==> src/hdl/perf_pkg.sv <==
package perf_pkg;

  //////////////////////////////////////////////////
  // widths and sizes
  //////////////////////////////////////////////////

  localparam int addr_w    = 8;
  localparam int data_w    = 16;
  localparam int num_gen   = 2;
  localparam int gen_w     = $clog2(num_gen);
  localparam int mem_depth = 256;

  // uart bit period, kept short so a frame fits a quick simulation.
  localparam int clks_per_bit = 8;
  localparam int baud_cnt_w   = $clog2(clks_per_bit);

  localparam logic [15:0] lfsr_taps = 16'hB400;
  localparam logic [15:0] lfsr_seed = 16'h1ACE;

  // header byte, then count and checksum per generator, high byte first.
  localparam logic [7:0] report_header = 8'hA5;
  localparam int         report_bytes  = 1 + 4 * num_gen;
  localparam int         rep_idx_w     = $clog2(report_bytes);

  //////////////////////////////////////////////////
  // channel payloads
  //////////////////////////////////////////////////

  typedef struct packed {
    logic [addr_w-1:0] addr;
    logic [data_w-1:0] data;
  } wr_req_t;

  typedef struct packed {
    logic [gen_w-1:0] gen;
  } wr_resp_t;

  typedef struct packed {
    logic [15:0] count;
    logic [15:0] checksum;
  } gen_stats_t;

  typedef enum logic [1:0] {
    gen_idle,
    gen_issue,
    gen_wait_resp,
    gen_done
  } gen_state_e;

  typedef enum logic [1:0] {
    rep_idle,
    rep_wait,
    rep_send,
    rep_done
  } rep_state_e;

  typedef enum logic [1:0] {
    arb_idle,
    arb_req,
    arb_resp
  } arb_state_e;

endpackage

==> src/hdl/perf_traffic_gen.sv <==
`timescale 1ns/1ps

module perf_traffic_gen #(
  parameter int gen_id = 0
) (
  input  logic                 clk,
  input  logic                 rst_n,
  input  logic                 start,
  input  logic [15:0]          write_count,
  output logic                 req_valid,
  output perf_pkg::wr_req_t    req,
  input  logic                 req_ready,
  input  logic                 resp_valid,
  output logic                 resp_ready,
  output perf_pkg::gen_stats_t stats,
  output logic                 done
);
  import perf_pkg::*;

  gen_state_e        state;
  logic [15:0]       remaining;
  logic [data_w-1:0] lfsr;
  logic [data_w-1:0] lfsr_next;
  logic [data_w-1:0] inflight_data;
  logic              launch;
  logic              req_fire;
  logic              resp_fire;

  assign lfsr_next  = lfsr[0] ? ((lfsr >> 1) ^ lfsr_taps) : (lfsr >> 1);
  assign launch     = start && (state == gen_idle || state == gen_done);
  assign req_valid  = (state == gen_issue);
  assign resp_ready = (state == gen_wait_resp);
  assign done       = (state == gen_done);
  assign req_fire   = req_valid && req_ready;
  assign resp_fire  = resp_valid && resp_ready;

  // the top address bit selects this generator's half of the memory.
  assign req.addr = {gen_w'(gen_id), lfsr[addr_w-gen_w-1:0]};
  assign req.data = lfsr;

  always_ff @(posedge clk or negedge rst_n) begin
    if (!rst_n) begin
      state     <= gen_idle;
      remaining <= '0;
      stats     <= '0;
    end else begin
      case (state)
        gen_idle, gen_done: begin
          if (start) begin
            stats     <= '0;
            remaining <= write_count;
            state     <= (write_count == 16'd0) ? gen_done : gen_issue;
          end
        end
        gen_issue: begin
          if (req_fire) begin
            remaining <= remaining - 16'd1;
            state     <= gen_wait_resp;
          end
        end
        gen_wait_resp: begin
          if (resp_fire) begin
            stats.count    <= stats.count + 16'd1;
            stats.checksum <= stats.checksum ^ inflight_data;
            state          <= (remaining == 16'd0) ? gen_done : gen_issue;
          end
        end
        default: state <= gen_idle;
      endcase
    end
  end

  // the lfsr steps on acceptance, so inflight_data keeps the word owed a response.
  always_ff @(posedge clk) begin
    if (launch) begin
      lfsr <= lfsr_seed ^ data_w'(gen_id);
    end else if (req_fire) begin
      lfsr          <= lfsr_next;
      inflight_data <= lfsr;
    end
  end

endmodule

==> config.mk <==
export PLATFORM = sky130hd
export DESIGN_NAME = perf_traffic_gen
export DESIGN_NICKNAME = d
export VERILOG_FILES = /design/src/hdl/perf_pkg.sv /design/src/hdl/perf_traffic_gen.sv
export SDC_FILE = /design/constraint.sdc
export NUM_CORES = 1
export LEC_CHECK = 0
export BUFFER_PORTS_ARGS = -buffer_cell sky130_fd_sc_hd__buf_2
export CAP_MARGIN = 20
export CORE_MARGIN = 2
export CORE_UTILIZATION = 59
export CTS_CLUSTER_DIAMETER = 120
export DETAILED_ROUTE_END_ITERATION = 10
export PLACE_DENSITY = 0.84
export SYNTH_ARGS = -nofsm -noshare
export SYNTH_HDL_FRONTEND = slang
export SYNTH_SLANG_ARGS = --single-unit
export TNS_END_PERCENT = 1
==> constraint.sdc <==
create_clock -name clk -period 5.4 [get_ports clk]
set_input_delay 0.27 -clock clk [delete_from_list [all_inputs] [get_ports clk]]
set_output_delay 0.27 -clock clk [all_outputs]
set_load 0.02 [all_outputs]
==> results.md, run 1 <==
* Maximum vdd drop at 373.3 µV
* Clock Latency Late Sink at 360 ps
* Post-Syn Area per Cell at 9.619 µm²
* Setup Skew at a little over 10 ps
* Worst Path Required at between 5000 and 6000 ps
* Pre-CTS WS at around 2400 ps
* GP Congestion at between 0.8 and 0.9
* Fmax at approximately 330 MHz
* Initial antenna violation count at 0
* PD cells at 647.1 nW/µm²
* Synth Instances at 423
* Register-to-register setup slack at roughly 2300 ps
* Crit path DAT at approximately 3100 ps
* Internal at roughly 1.6 mW
* Synthesis-to-finish area growth at 12.82%
* Ys flop type: dfrtp_1
* Sw power at between 1 and 1.5 mW
* Comb power frac at 46.1%
* Worst stage delay on the critical path at around 770 ps
* Fin. max-slew vios at 0
* Die Ht at just under 90 µm
* Largest net degree at the start of global routing at 51
* Hold endpoint: remaining[0]$_DFFE_PN0P_
* Proportion of power drawn by the clock network at 17.4%
* Postcts setup bufs at 0
* Via count at 3309
* Worst Max-Slew Pin Slew at 1025 ps
* 1st-iter DRT viols at 370
* Element type at the critical path start: flop
* Die area at roughly 7600 µm²
* Total wire length at ~9200 µm
* Area leader, netlist: dfrtp_1
* CTS tree: yes
* GRT Overall Usage at between 20% and 30%
* Total Neg Setup Slack at 0 ps
* Reg-to-reg startpoint: state[1]$_DFFE_PN0P_
* PostCTS Resize Cnt at 0
* Num Clock Sinks at about 80
* Syn Std Cell Area at 4069 µm²
* Outcome: finished, final reports clean
* Crit-path cells: inv_1 > ha_1 > nand2_1 > nor2_1 > buf_6
* Vias in the first global route at about 3200
* Unrepaired setup endpoints after global routing: no
* Switching Share at a little under half
* YS warnings at 0
* Worst hold path startpoint: write_count[0]
* Setup crit end kind: flop
* Sequential cell area fraction in the yosys report at slightly above 50%
* Die Span X at just under 90 µm
* Critical path peak fanout at 29
* Number of synthesized register bits at between 80 and 90
* IO Pins at 80
* Hold buffers post-CTS at 0
* Final worst-path cycle share at 56.89%
* Vias per inst at between 5 and 6
* Total congestion overflow at 0
* Root Buffer: clkbuf_8
* Post-Syn Nets at 450
* LEAKAGE at between 2 and 2.5 nW
* Seq pwr share at 36.5%
* Worst relative slew slack at a little under a third
* Post-synth cell types at 52
* Final min period at between 3000 and 4000 ps
* Total CTS buffers at 9
* Port bufs at 78
* Top-area cell type share of the netlist area at 30.75%
* EDFF count, synth at 16
* HPWL Detailed at around 6200 µm
* Final setup vio count at 0
* R2R depth at 5
* Worst-case clock buffer depth at 2
* Initial Utilization at 60.56%
* Antenna cells at 0
* Nets at approximately 500
* Slowest cell on crit path: ha_1
* WL per Instance at 16.56 µm
* Area of the core at around 6700 µm²
* RR Endpoint: inflight_data[12]$_DFFE_PP_
* Cell with the most instances after synthesis: dfrtp_1
* Worst setup margin at between 2000 and 2500 ps
* Async set-reset flop share out of synthesis at between 60% and 70%
* DRC Markers at 0
* First-pass GRT wire length at around 15000 µm
* DRT Pass-1 Iters at 4
* Setup CP Type: flop to flop
* Final hold vios at 0
* Share of cells above drive strength 1 at a little under a quarter
* Clock transition at the registers of the reported paths at about 90 ps
* Commonest cells post-synth: dfrtp_1 (50), nand2_1 (40), nor2_1 (38), nand3_1 (37), a21oi_1 (22)
* Max-cap violations at 0
* H-tree levels at 3
* Hold crit path type: input port to flop
* Synth area leaders: dfrtp_1 (31%), edfxtp_1 (12%), dfxtp_1 (7.9%)
* Cell Rows at 30
* Post-DRT Antenna Nets at 0
* Hold path depth at 3
[flip-flops by register name, indices dropped and copies added, names as in the netlist]
name / count
lfsr: 16
state: 2
inflight_data: 16
remaining: 16
stats: 32
[critical path: cells and delay by family, from the launching register on]
family                   cells  cell delay (ps)
adder cells (fa/ha/maj)      1              770
buffers and inverters        2              330
AND/OR/NAND/NOR              2             1260
flip-flops                   1              420
[area by class of cell]
cell class                      instances  area [µm²]
Clock buffer                            9       123.9
Multi-Input combinational cell        289        1733
Tap cell                               80       100.1
Sequential cell                        82        2052
Inverter                                7       26.28
Clock inverter                          7       105.1
Timing Repair Buffer                   83       450.4
Fill cell                             515        2128
[power groups by stage]
stage / Clock (mW) / Combinational, mW / Sequential (mW)
after floorplan: 0 / 1.04 / 1.12
after detailed placement: 0 / 1.35 / 1.09
final: 0.516 / 1.37 / 1.08
after global routing: 0.550 / 1.52 / 1.11
after global placement: 0 / 1.29 / 1.08
after CTS: 0.520 / 1.36 / 1.08
[layout by cell type (no fill, tap or decap), drive strengths merged, types with 2 or more instances in the layout]
cell	count
a2bb2oi	2
mux2i	3
nand3	38
o21ai	14
nand4	12
inv	11
buf	82
clkbuf	9
mux2	2
nor2	38
and3	5
dfxtp	16
nor2b	3
o211ai	3
o22ai	5
o32ai	4
xnor2	4
or4	10
a211oi	5
bufinv	2
ha	6
nand2b	5
o31ai	6
dfrtp	50
nor3b	2
a21oi	22
nor3	11
nand2	40
and4	4
edfxtp	16
xor2	19
or3	5
and2	4
nor4	9
[kinds of logic (layout without fill, tap and decap cells)]
kind of cell | after synthesis | after routing | share of synthesized area [%]
and+or+nand+nor | 189 | 189 | 24.23
adders and majority gates | 6 | 6 | 1.845
DFF | 82 | 82 | 50.43
buffers and inverters | 52 | 106 | 7.042
AOI/OAI and AO/OA | 65 | 65 | 10.03
xor gates and xnor gates | 23 | 23 | 4.951
muxes | 5 | 5 | 1.384
other | 1 | 1 | 0.09216
[metal layers]
metal	GRT usage (%)	wire, µm	up-vias
met3	6.256	615	14
li1	-	-	1591
met2	41.92	4521	129
met1	34.31	3955	1575
met4	7.670	131	0
met5	0	0	-
[metrics by stage]
step	utilization [%]	hold WS, ps	std cells	total power [mW]	cell area [µm²]
floorplan	-	-25.59	423	2.155	4069
global placement	64.13	469.0	537	2.371	4309
detailed placement	64.30	467.2	538	2.434	4320
CTS	67.71	155.7	554	2.959	4549
global route	68.32	188.3	557	3.182	4591
finish	68.32	170.6	557	2.971	4591
[how the worst max path moves through the flow]
stage,cells past startpoint,endpoint,from
floorplan,6,inflight_data[0]$_DFFE_PP_,state[1]$_DFFE_PN0P_
global placement,4,inflight_data[12]$_DFFE_PP_,state[1]$_DFFE_PN0P_
detailed placement,5,inflight_data[12]$_DFFE_PP_,state[1]$_DFFE_PN0P_
CTS,5,inflight_data[12]$_DFFE_PP_,state[1]$_DFFE_PN0P_
global route,5,inflight_data[12]$_DFFE_PP_,state[1]$_DFFE_PN0P_
finish,5,inflight_data[12]$_DFFE_PP_,state[1]$_DFFE_PN0P_
No activity file was read; power rests on OpenSTA's default activity.
==> inputs of run 2 (changes only) <==
--- a/config.mk
+++ b/config.mk
@@ -5,13 +5,14 @@
 export SDC_FILE = /design/constraint.sdc
 export NUM_CORES = 1
 export LEC_CHECK = 0
+export ABC_AREA = 1
 export BUFFER_PORTS_ARGS = -buffer_cell sky130_fd_sc_hd__buf_2
 export CAP_MARGIN = 20
 export CORE_MARGIN = 2
-export CORE_UTILIZATION = 59
+export CORE_UTILIZATION = 50
 export CTS_CLUSTER_DIAMETER = 120
 export DETAILED_ROUTE_END_ITERATION = 10
-export PLACE_DENSITY = 0.84
+export PLACE_DENSITY = 0.75
 export SYNTH_ARGS = -nofsm -noshare
 export SYNTH_HDL_FRONTEND = slang
 export SYNTH_SLANG_ARGS = --single-unit
==> constraint.sdc (replaced) <==
create_clock -name clk -period 2.6 [get_ports clk]
set_input_delay 0.13 -clock clk [delete_from_list [all_inputs] [get_ports clk]]
set_output_delay 0.13 -clock clk [all_outputs]
set_load 0.02 [all_outputs]
==> run 2 against run 1 <==
  * Worst setup slack worse by 1900 ps
  * Routed wire length is 7.8% higher
  * Sequential share of layout area is 2.3 points lower
  * Die area is 25% higher
  * Sequential power is 110% higher
  * Critical path type unchanged
  * Largest cell class unchanged
  * Highest routed layer unchanged
==> results.md, run 2 <==
* Outcome: finished, final reports clean (unchanged)
* Die Span X at 97.29 µm (was 87.05 µm)
* Worst hold path startpoint: write_count[1] (was write_count[0])
* RR Endpoint: stats[1]$_DFFE_PN0P_ (was inflight_data[12]$_DFFE_PP_)
* Top reg by flops: stats (unchanged)
* Worst stage delay on the critical path at 440 ps (was 770 ps)
* PostCTS Resize Cnt at 0 (unchanged)
* Final hold vios at 0 (unchanged)
* Ys flop type: dfrtp_1 (unchanged)
* Vias per inst at 5.279 (was 5.941)
* Most common cell after layout, fill and taps aside: nand2_1 (was buf_2)
* CTS tree: yes (unchanged)
* R2R depth at 9 (was 5)
* Sequential cell area fraction in the yosys report at 47.15% (was 50.43%)
* Total CTS buffers at 9 (unchanged)
* Critical path peak fanout at 46 (was 29)
* Vias in the first global route at 3600 (was 3158)
* Hold endpoint: remaining[1]$_DFFE_PN0P_ (was remaining[0]$_DFFE_PN0P_)
* Async set-reset flop share out of synthesis at 60.98% (unchanged)
* Critical Path Most Common Cell: inv_1
* Post-DRT Antenna Nets at 0 (unchanged)
* Nets at 645 (was 499)
* LEAKAGE at 2.372 nW (was 2.020 nW)
* Hold path depth at 3 (unchanged)
* Crit-path cells: inv_1 > ha_1 > inv_1 > nand2_2 > nand3_4 > inv_4 > nand3_1 > nand2_1 > nor2_1 (was inv_1 > ha_1 > nand2_1 > nor2_1 > buf_6)
* HPWL Detailed at 7248 µm (was 6193 µm)
* Total power at 6.179 mW (was 2.971 mW)
* Finished Core Util at 56.35% (was 68.32%)
* GRT met3 Usage at 5.612% (was 6.256%)
* Die Ht at 97.29 µm (was 87.05 µm)
* Slowest cell on crit path: ha_1 (unchanged)
* Crit path DAT at 2390 ps (was 3140 ps)
* Max-cap violations at 0 (unchanged)
* Worst relative slew slack at 53.43% (was 31.64%)
* EDFF count, synth at 16 (unchanged)
* Final worst-path cycle share at 82.44% (was 56.89%)
* Port bufs at 78 (unchanged)
* Reg-to-reg startpoint: state[0]$_DFFE_PN0P_ (was state[1]$_DFFE_PN0P_)
* DRC Markers at 0 (unchanged)
* Antenna cells at 0 (unchanged)
* H-tree levels at 3 (unchanged)
* Final setup vio count at 0 (unchanged)
* Commonest cells post-synth: nand2_1 (143), nor2_1 (82), dfrtp_1 (50), inv_1 (46), nand3_1 (45) (was dfrtp_1 (50), nand2_1 (40), nor2_1 (38), nand3_1 (37), a21oi_1 (22))
* Post-Syn Nets at 586 (was 450)
* Cell family with most CP delay: buffers and inverters (was simple AND/OR/NAND/NOR gates)
* GRT Overall Usage at 21.79% (was 25.76%)
* Setup Skew at 14.27 ps (was 10.24 ps)
* FILL cells at 798 (was 515)
* Synth area leaders: dfrtp_1 (29%), nand2_1 (12%), edfxtp_1 (11%) (was dfrtp_1 (31%), edfxtp_1 (12%), dfxtp_1 (7.9%))
* Initial Utilization at 50.64% (was 60.56%)
* Number of synthesized register bits at 82 (unchanged)
* Largest net degree at the start of global routing at 47 (was 51)
* 1st-iter DRT viols at 193 (was 370)
* Share of cells above drive strength 1 at 19.26% (was 22.64%)
* GR peak layer: met2 (unchanged)
* Worst Max-Slew Pin Slew at 697.8 ps (was 1025 ps)
* Synthesis-to-finish area growth at 11.27% (was 12.82%)
* Register-to-register setup slack at 460 ps (was 2330 ps)
* Post-Syn Area per Cell at 7.785 µm² (was 9.619 µm²)
* Top-area cell type share of the netlist area at 28.75% (was 30.75%)
* Area leader, netlist: dfrtp_1 (unchanged)
* Die area at 9465 µm² (was 7577 µm²)
* Root Buffer: clkbuf_8 (unchanged)
* Area of the core at 8593 µm² (was 6719 µm²)
* GP Congestion at 0.9016 (was 0.8670)
* Syn Std Cell Area at 4352 µm² (was 4069 µm²)
* Hold buffers post-CTS at 1 (was 0)
* Total wire length at 9946 µm (was 9224 µm)
* Element type at the critical path start: flop (unchanged)
* Cell with the most instances after synthesis: nand2_1 (was dfrtp_1)
* Total Neg Setup Slack at 0 ps (unchanged)
* Cell Rows at 34 (was 30)
* Fin. max-slew vios at 0 (unchanged)
* Synth Instances at 559 (was 423)
* Setup crit end kind: flop (unchanged)
* Crit path buf inv count at 3 (was 2)
* Hold crit path type: input port to flop (unchanged)
* Maximum vdd drop at 677.8 µV (was 373.3 µV)
* Final min period at 2143 ps (was 3072 ps)
* Worst Path Required at 2850 ps (was 5470 ps)
* PD cells at 1276 nW/µm² (was 647.1 nW/µm²)
* Initial antenna violation count at 0 (unchanged)
* Setup CP Type: flop to flop (unchanged)
* Max reg flops at 32 (unchanged)
* WL per Instance at 13.61 µm (was 16.56 µm)
* Postcts setup bufs at 0 (unchanged)
* YS warnings at 0 (unchanged)
* DRT Pass-1 Iters at 6 (was 4)
* GR Util met1 at 29.96% (was 34.31%)
* Clock transition at the registers of the reported paths at 90 ps (about the same)
* Post-synth cell types at 35 (was 52)
* Global Route met2 Usage at 33.33% (was 41.92%)
* Fmax at 466.6 MHz (was 325.5 MHz)
* Clock Latency Late Sink at 360 ps (about the same)
* Worst-case clock buffer depth at 2 (unchanged)
* Unrepaired setup endpoints after global routing: no (unchanged)
* IO Pins at 80 (unchanged)
* Via count at 3859 (was 3309)
* Num Clock Sinks at 82 (unchanged)
* Most frequent cells in the layout: nand2_1 (143), nor2_1 (82), buf_2 (78), dfrtp_1 (50), inv_1 (46) (was buf_2 (78), dfrtp_1 (50), nand2_1 (40), nor2_1 (37), nand3_1 (37))
* First-pass GRT wire length at 16810 µm (was 15210 µm)
* Total congestion overflow at 0 (unchanged)
run 2: cell count changes after synthesis, moves of 11 or more:
| cell | previous run | this run |
|---|---|---|
| a21oi_1 | 22 | 35 |
| xor2_1 | 19 | 0 |
| clkbuf_1 | 17 | 6 |
| nor2_1 | 38 | 82 |
| nand2_1 | 40 | 143 |
| o21ai_0 | 8 | 28 |
| inv_1 | 7 | 46 |
run 2: metrics by stage:
step	std cells	setup slack, ps	hold WS, ps	cell area [µm²]
2_1_floorplan	559	178.7	-165.6	4352
3_3_place_gp	714	666.7	111.1	4651
3_5_place_dp	714	534.6	127.9	4651
4_1_cts	731	520.1	30.86	4842
5_1_grt	731	293.1	28.81	4842
6_report	731	456.7	38.89	4842
run 2: cell families (layout without fill, tap and decap cells):
family	after synthesis	after routing	synth area share, %
simple gates	300	300	29.50
flops	82	82	47.15
xor+xnor	2	2	0.4026
fa+ha+maj	6	6	1.725
compound gates	80	80	10.24
buf+inv	88	152	10.90
other cells	1	1	0.08617
run 2: worst max-delay path by stage:
stage / slack, ps / from / end / cells past startpoint
2_1_floorplan: 180 / state[1]$_DFFE_PN0P_ / inflight_data[0]$_DFFE_PP_ / 6
3_3_place_gp: 670 / state[0]$_DFFE_PN0P_ / stats[1]$_DFFE_PN0P_ / 9
3_5_place_dp: 530 / state[0]$_DFFE_PN0P_ / stats[1]$_DFFE_PN0P_ / 9
4_1_cts: 520 / state[0]$_DFFE_PN0P_ / stats[1]$_DFFE_PN0P_ / 9
5_1_grt: 290 / state[0]$_DFFE_PN0P_ / stats[1]$_DFFE_PN0P_ / 9
6_report: 460 / state[0]$_DFFE_PN0P_ / stats[1]$_DFFE_PN0P_ / 9
run 2: final cells by class:
| class | count | area, µm² | share of cell area, % |
|---|---|---|---|
| Clock buffer | 9 | 123.9 | 2.558 |
| Tap cell | 108 | 135.1 | 2.791 |
| Sequential cell | 82 | 2052 | 42.38 |
| Inverter | 50 | 195.2 | 4.031 |
| Multi-Input combinational cell | 389 | 1826 | 37.70 |
| Clock inverter | 7 | 57.56 | 1.189 |
| Timing Repair Buffer | 86 | 452.9 | 9.354 |
run 2: tightest hold or removal path, delay by kind of cell:
family | cells | cell delay, ps
compound gates | 2 | 150
buf+inv | 1 | 90
run 2: report_power, final:
group	internal, mW	leakage [nW]	switching (mW)
Clock	0.362	0.0886	0.505
Sequential	1.82	0.917	0.422
Combinational	0.982	1.37	2.09
Total	3.16	2.37	3.02
run 2: routing by layer:
metal  vias to the layer above  share of wire [%]
met4                         0                1.3
met3                        12                7.3
met2                       127                 46
li1                       1910                  -
met5                         -                  0
met1                      1810                 45
==> inputs of run 3 (changes only) <==
==> constraint.sdc (replaced) <==
create_clock -name clk -period 1.85 [get_ports clk]
set_input_delay 0.0925 -clock clk [delete_from_list [all_inputs] [get_ports clk]]
set_output_delay 0.0925 -clock clk [all_outputs]
set_load 0.02 [all_outputs]
==> run 3 against run 2 <==
  * Total power is 48% higher
  * Critical path depth is 3 lower
  * Sequential power is 41% higher
  * Die area stayed put
  * Clock power is 59% higher
  * Global-route usage is 0.48 points lower
  * Non-clock buffer count is 4 higher
  * Routed wire length is 0.12% higher
  * Sequential cell count stayed put
  * Register-to-register slack worse by 290 ps
  * Critical path type unchanged
  * Largest cell class unchanged
==> results.md, run 3 (same netlist as run 2, synthesis figures left out) <==
* Outcome: finished, final reports clean (unchanged)
* Worst setup margin at 162.0 ps (was 456.7 ps)
* Final instance area at 4987 µm² (was 4842 µm²)
* Initial antenna violation count at 0 (unchanged)
* Vias in the first global route at 3557 (was 3600)
* Hold crit path type: input port to flop (unchanged)
* Die area at 9465 µm² (unchanged)
* Nets at 650 (was 645)
* Vias per inst at 5.258 (was 5.279)
* Top reg by flops: stats (unchanged)
* Die Span X at 97.29 µm (unchanged)
* Port bufs at 78 (unchanged)
* DRT Pass-1 Iters at 5 (was 6)
* # placed instances at 717 (was 714)
* LEAKAGE at 2.413 nW (was 2.372 nW)
* Setup CP Type: flop to flop (unchanged)
* Worst Max-Slew Pin Slew at 591.8 ps (was 697.8 ps)
* Num Clock Sinks at 82 (unchanged)
* Post-DRT Antenna Nets at 0 (unchanged)
* Largest net degree at the start of global routing at 47 (unchanged)
* Via count at 3870 (was 3859)
* Root Buffer: clkbuf_8 (unchanged)
* GP Congestion at 0.8840 (was 0.9016)
* Worst Path Required at 2090 ps (was 2850 ps)
* First-pass GRT wire length at 16500 µm (was 16810 µm)
* Final setup vio count at 0 (unchanged)
* GRT Overall Usage at 21.31% (was 21.79%)
* Clock Latency Late Sink at 350 ps (was 360 ps)
* Final min period at 1688 ps (was 2143 ps)
* Worst relative slew slack at 60.55% (was 53.43%)
* Die Ht at 97.29 µm (unchanged)
* Cell Rows at 34 (unchanged)
* HPWL Detailed at 7092 µm (was 7248 µm)
* Area of the core at 8593 µm² (unchanged)
* Max reg flops at 32 (unchanged)
* Final hold vios at 0 (unchanged)
* Clock transition at the registers of the reported paths at 90 ps (about the same)
* H-tree levels at 3 (unchanged)
* Setup crit end kind: flop (unchanged)
* Critical path peak fanout at 46 (unchanged)
* Antenna cells at 0 (unchanged)
* Worst-case clock buffer depth at 2 (unchanged)
* Unrepaired setup endpoints after global routing: no (unchanged)
* Finished Core Util at 58.04% (was 56.35%)
* IO Pins at 80 (unchanged)
* 1st-iter DRT viols at 207 (was 193)
* Total wire length at 9958 µm (was 9946 µm)
* Most frequent cells in the layout: nand2_1 (143), nor2_1 (81), buf_2 (78), dfrtp_1 (50) (was nand2_1 (143), nor2_1 (82), buf_2 (78), dfrtp_1 (50), inv_1 (46))
* Fmax at 592.4 MHz (was 466.6 MHz)
* Element type at the critical path start: flop (unchanged)
* Setup Skew at 10.74 ps (was 14.27 ps)
* Max-cap violations at 0 (unchanged)
* Total CTS buffers at 9 (unchanged)
* Final worst-path cycle share at 91.24% (was 82.44%)
* Worst hold slack at 9.534 ps (was 38.89 ps)
* Fin. max-slew vios at 0 (unchanged)
* WL per Instance at 13.53 µm (was 13.61 µm)
* Crit path DAT at 1930 ps (was 2390 ps)
* Most common cell after layout, fill and taps aside: nand2_1 (unchanged)
* Non-Filler Instances at 736 (was 731)
* CTS tree: yes (unchanged)
* Share of cells above drive strength 1 at 20.86% (was 19.26%)
* PD cells at 1839 nW/µm² (was 1276 nW/µm²)
* Total congestion overflow at 0 (unchanged)
* Initial Utilization at 50.64% (unchanged)
* Total Neg Setup Slack at 0 ps (unchanged)
* Total power at 9.169 mW (was 6.179 mW)
* Synthesis-to-finish area growth at 14.61% (was 11.27%)
* Maximum vdd drop at 999.5 µV (was 677.8 µV)
* Instance area at placement at 4712 µm² (was 4651 µm²)
* Pre-CTS WS at -65.86 ps (was 534.6 ps)
* DRC Markers at 0 (unchanged)
==> run 3: worst max-delay path: stages, from the launching register on <==
cell      delay [ps]
dfrtp_1          440
ha_4             340
nand2_2          110
nand3_4          180
clkinv_8         200
a21oi_1          210
nor2_1            80
==> run 3: final cells by class <==
cell class | count | area, µm²
Fill cell | 796 | 3606
Clock inverter | 6 | 73.82
Clock buffer | 10 | 137.6
Timing Repair inverter | 1 | 7.507
Tap cell | 108 | 135.1
Sequential cell | 82 | 2052
Multi-Input combinational cell | 389 | 1864
Timing Repair Buffer | 90 | 508.0
Inverter | 50 | 209.0
==> run 3: per-layer routing <==
layer / wire length [µm] / global-route usage [%]
met4: 143 / 8.013
met1: 4690 / 29.90
met5: 0 / 0
met3: 497 / 4.101
met2: 4627 / 33.01
==> run 3: final timing paths <==
| path | from | endpoint | slack (ps) | depth (start not counted) |
|---|---|---|---|---|
| setup / recovery | state[1]$_DFFE_PN0P_ | stats[14]$_DFFE_PN0P_ | 160 | 6 |
| hold / removal | write_count[1] | remaining[1]$_DFFE_PN0P_ | 10 | 3 |
| setup reg to reg | state[1]$_DFFE_PN0P_ | stats[14]$_DFFE_PN0P_ | 160 | 6 |
| hold reg to reg | lfsr[8]$_SDFFE_PP0P_ | inflight_data[8]$_DFFE_PP_ | 460 | 0 |
| max in group asynchronous | rst_n | state[1]$_DFFE_PN0P_ | 1030 | 3 |
| min in group asynchronous | rst_n | stats[22]$_DFFE_PN0P_ | 270 | 2 |
==> run 3: where the power goes <==
part | switching [mW] | internal, mW | total, mW
clock | 0.706 | 0.677 | 1.38
sequential | 0.590 | 2.56 | 3.15
combinational | 3.09 | 1.55 | 4.64
==> run 3: timing repair <==
| action | 4_1_cts | 5_1_grt |
|---|---|---|
| hold endpoints to repair | 23 | 0 |
| resized for setup | 6 | 4 |
| setup endpoints to repair | 22 | 29 |
| cloned | 1 | 0 |
| hold buffers | 1 | 0 |
| setup buffers | 1 | 0 |
| pin swaps | 0 | 1 |
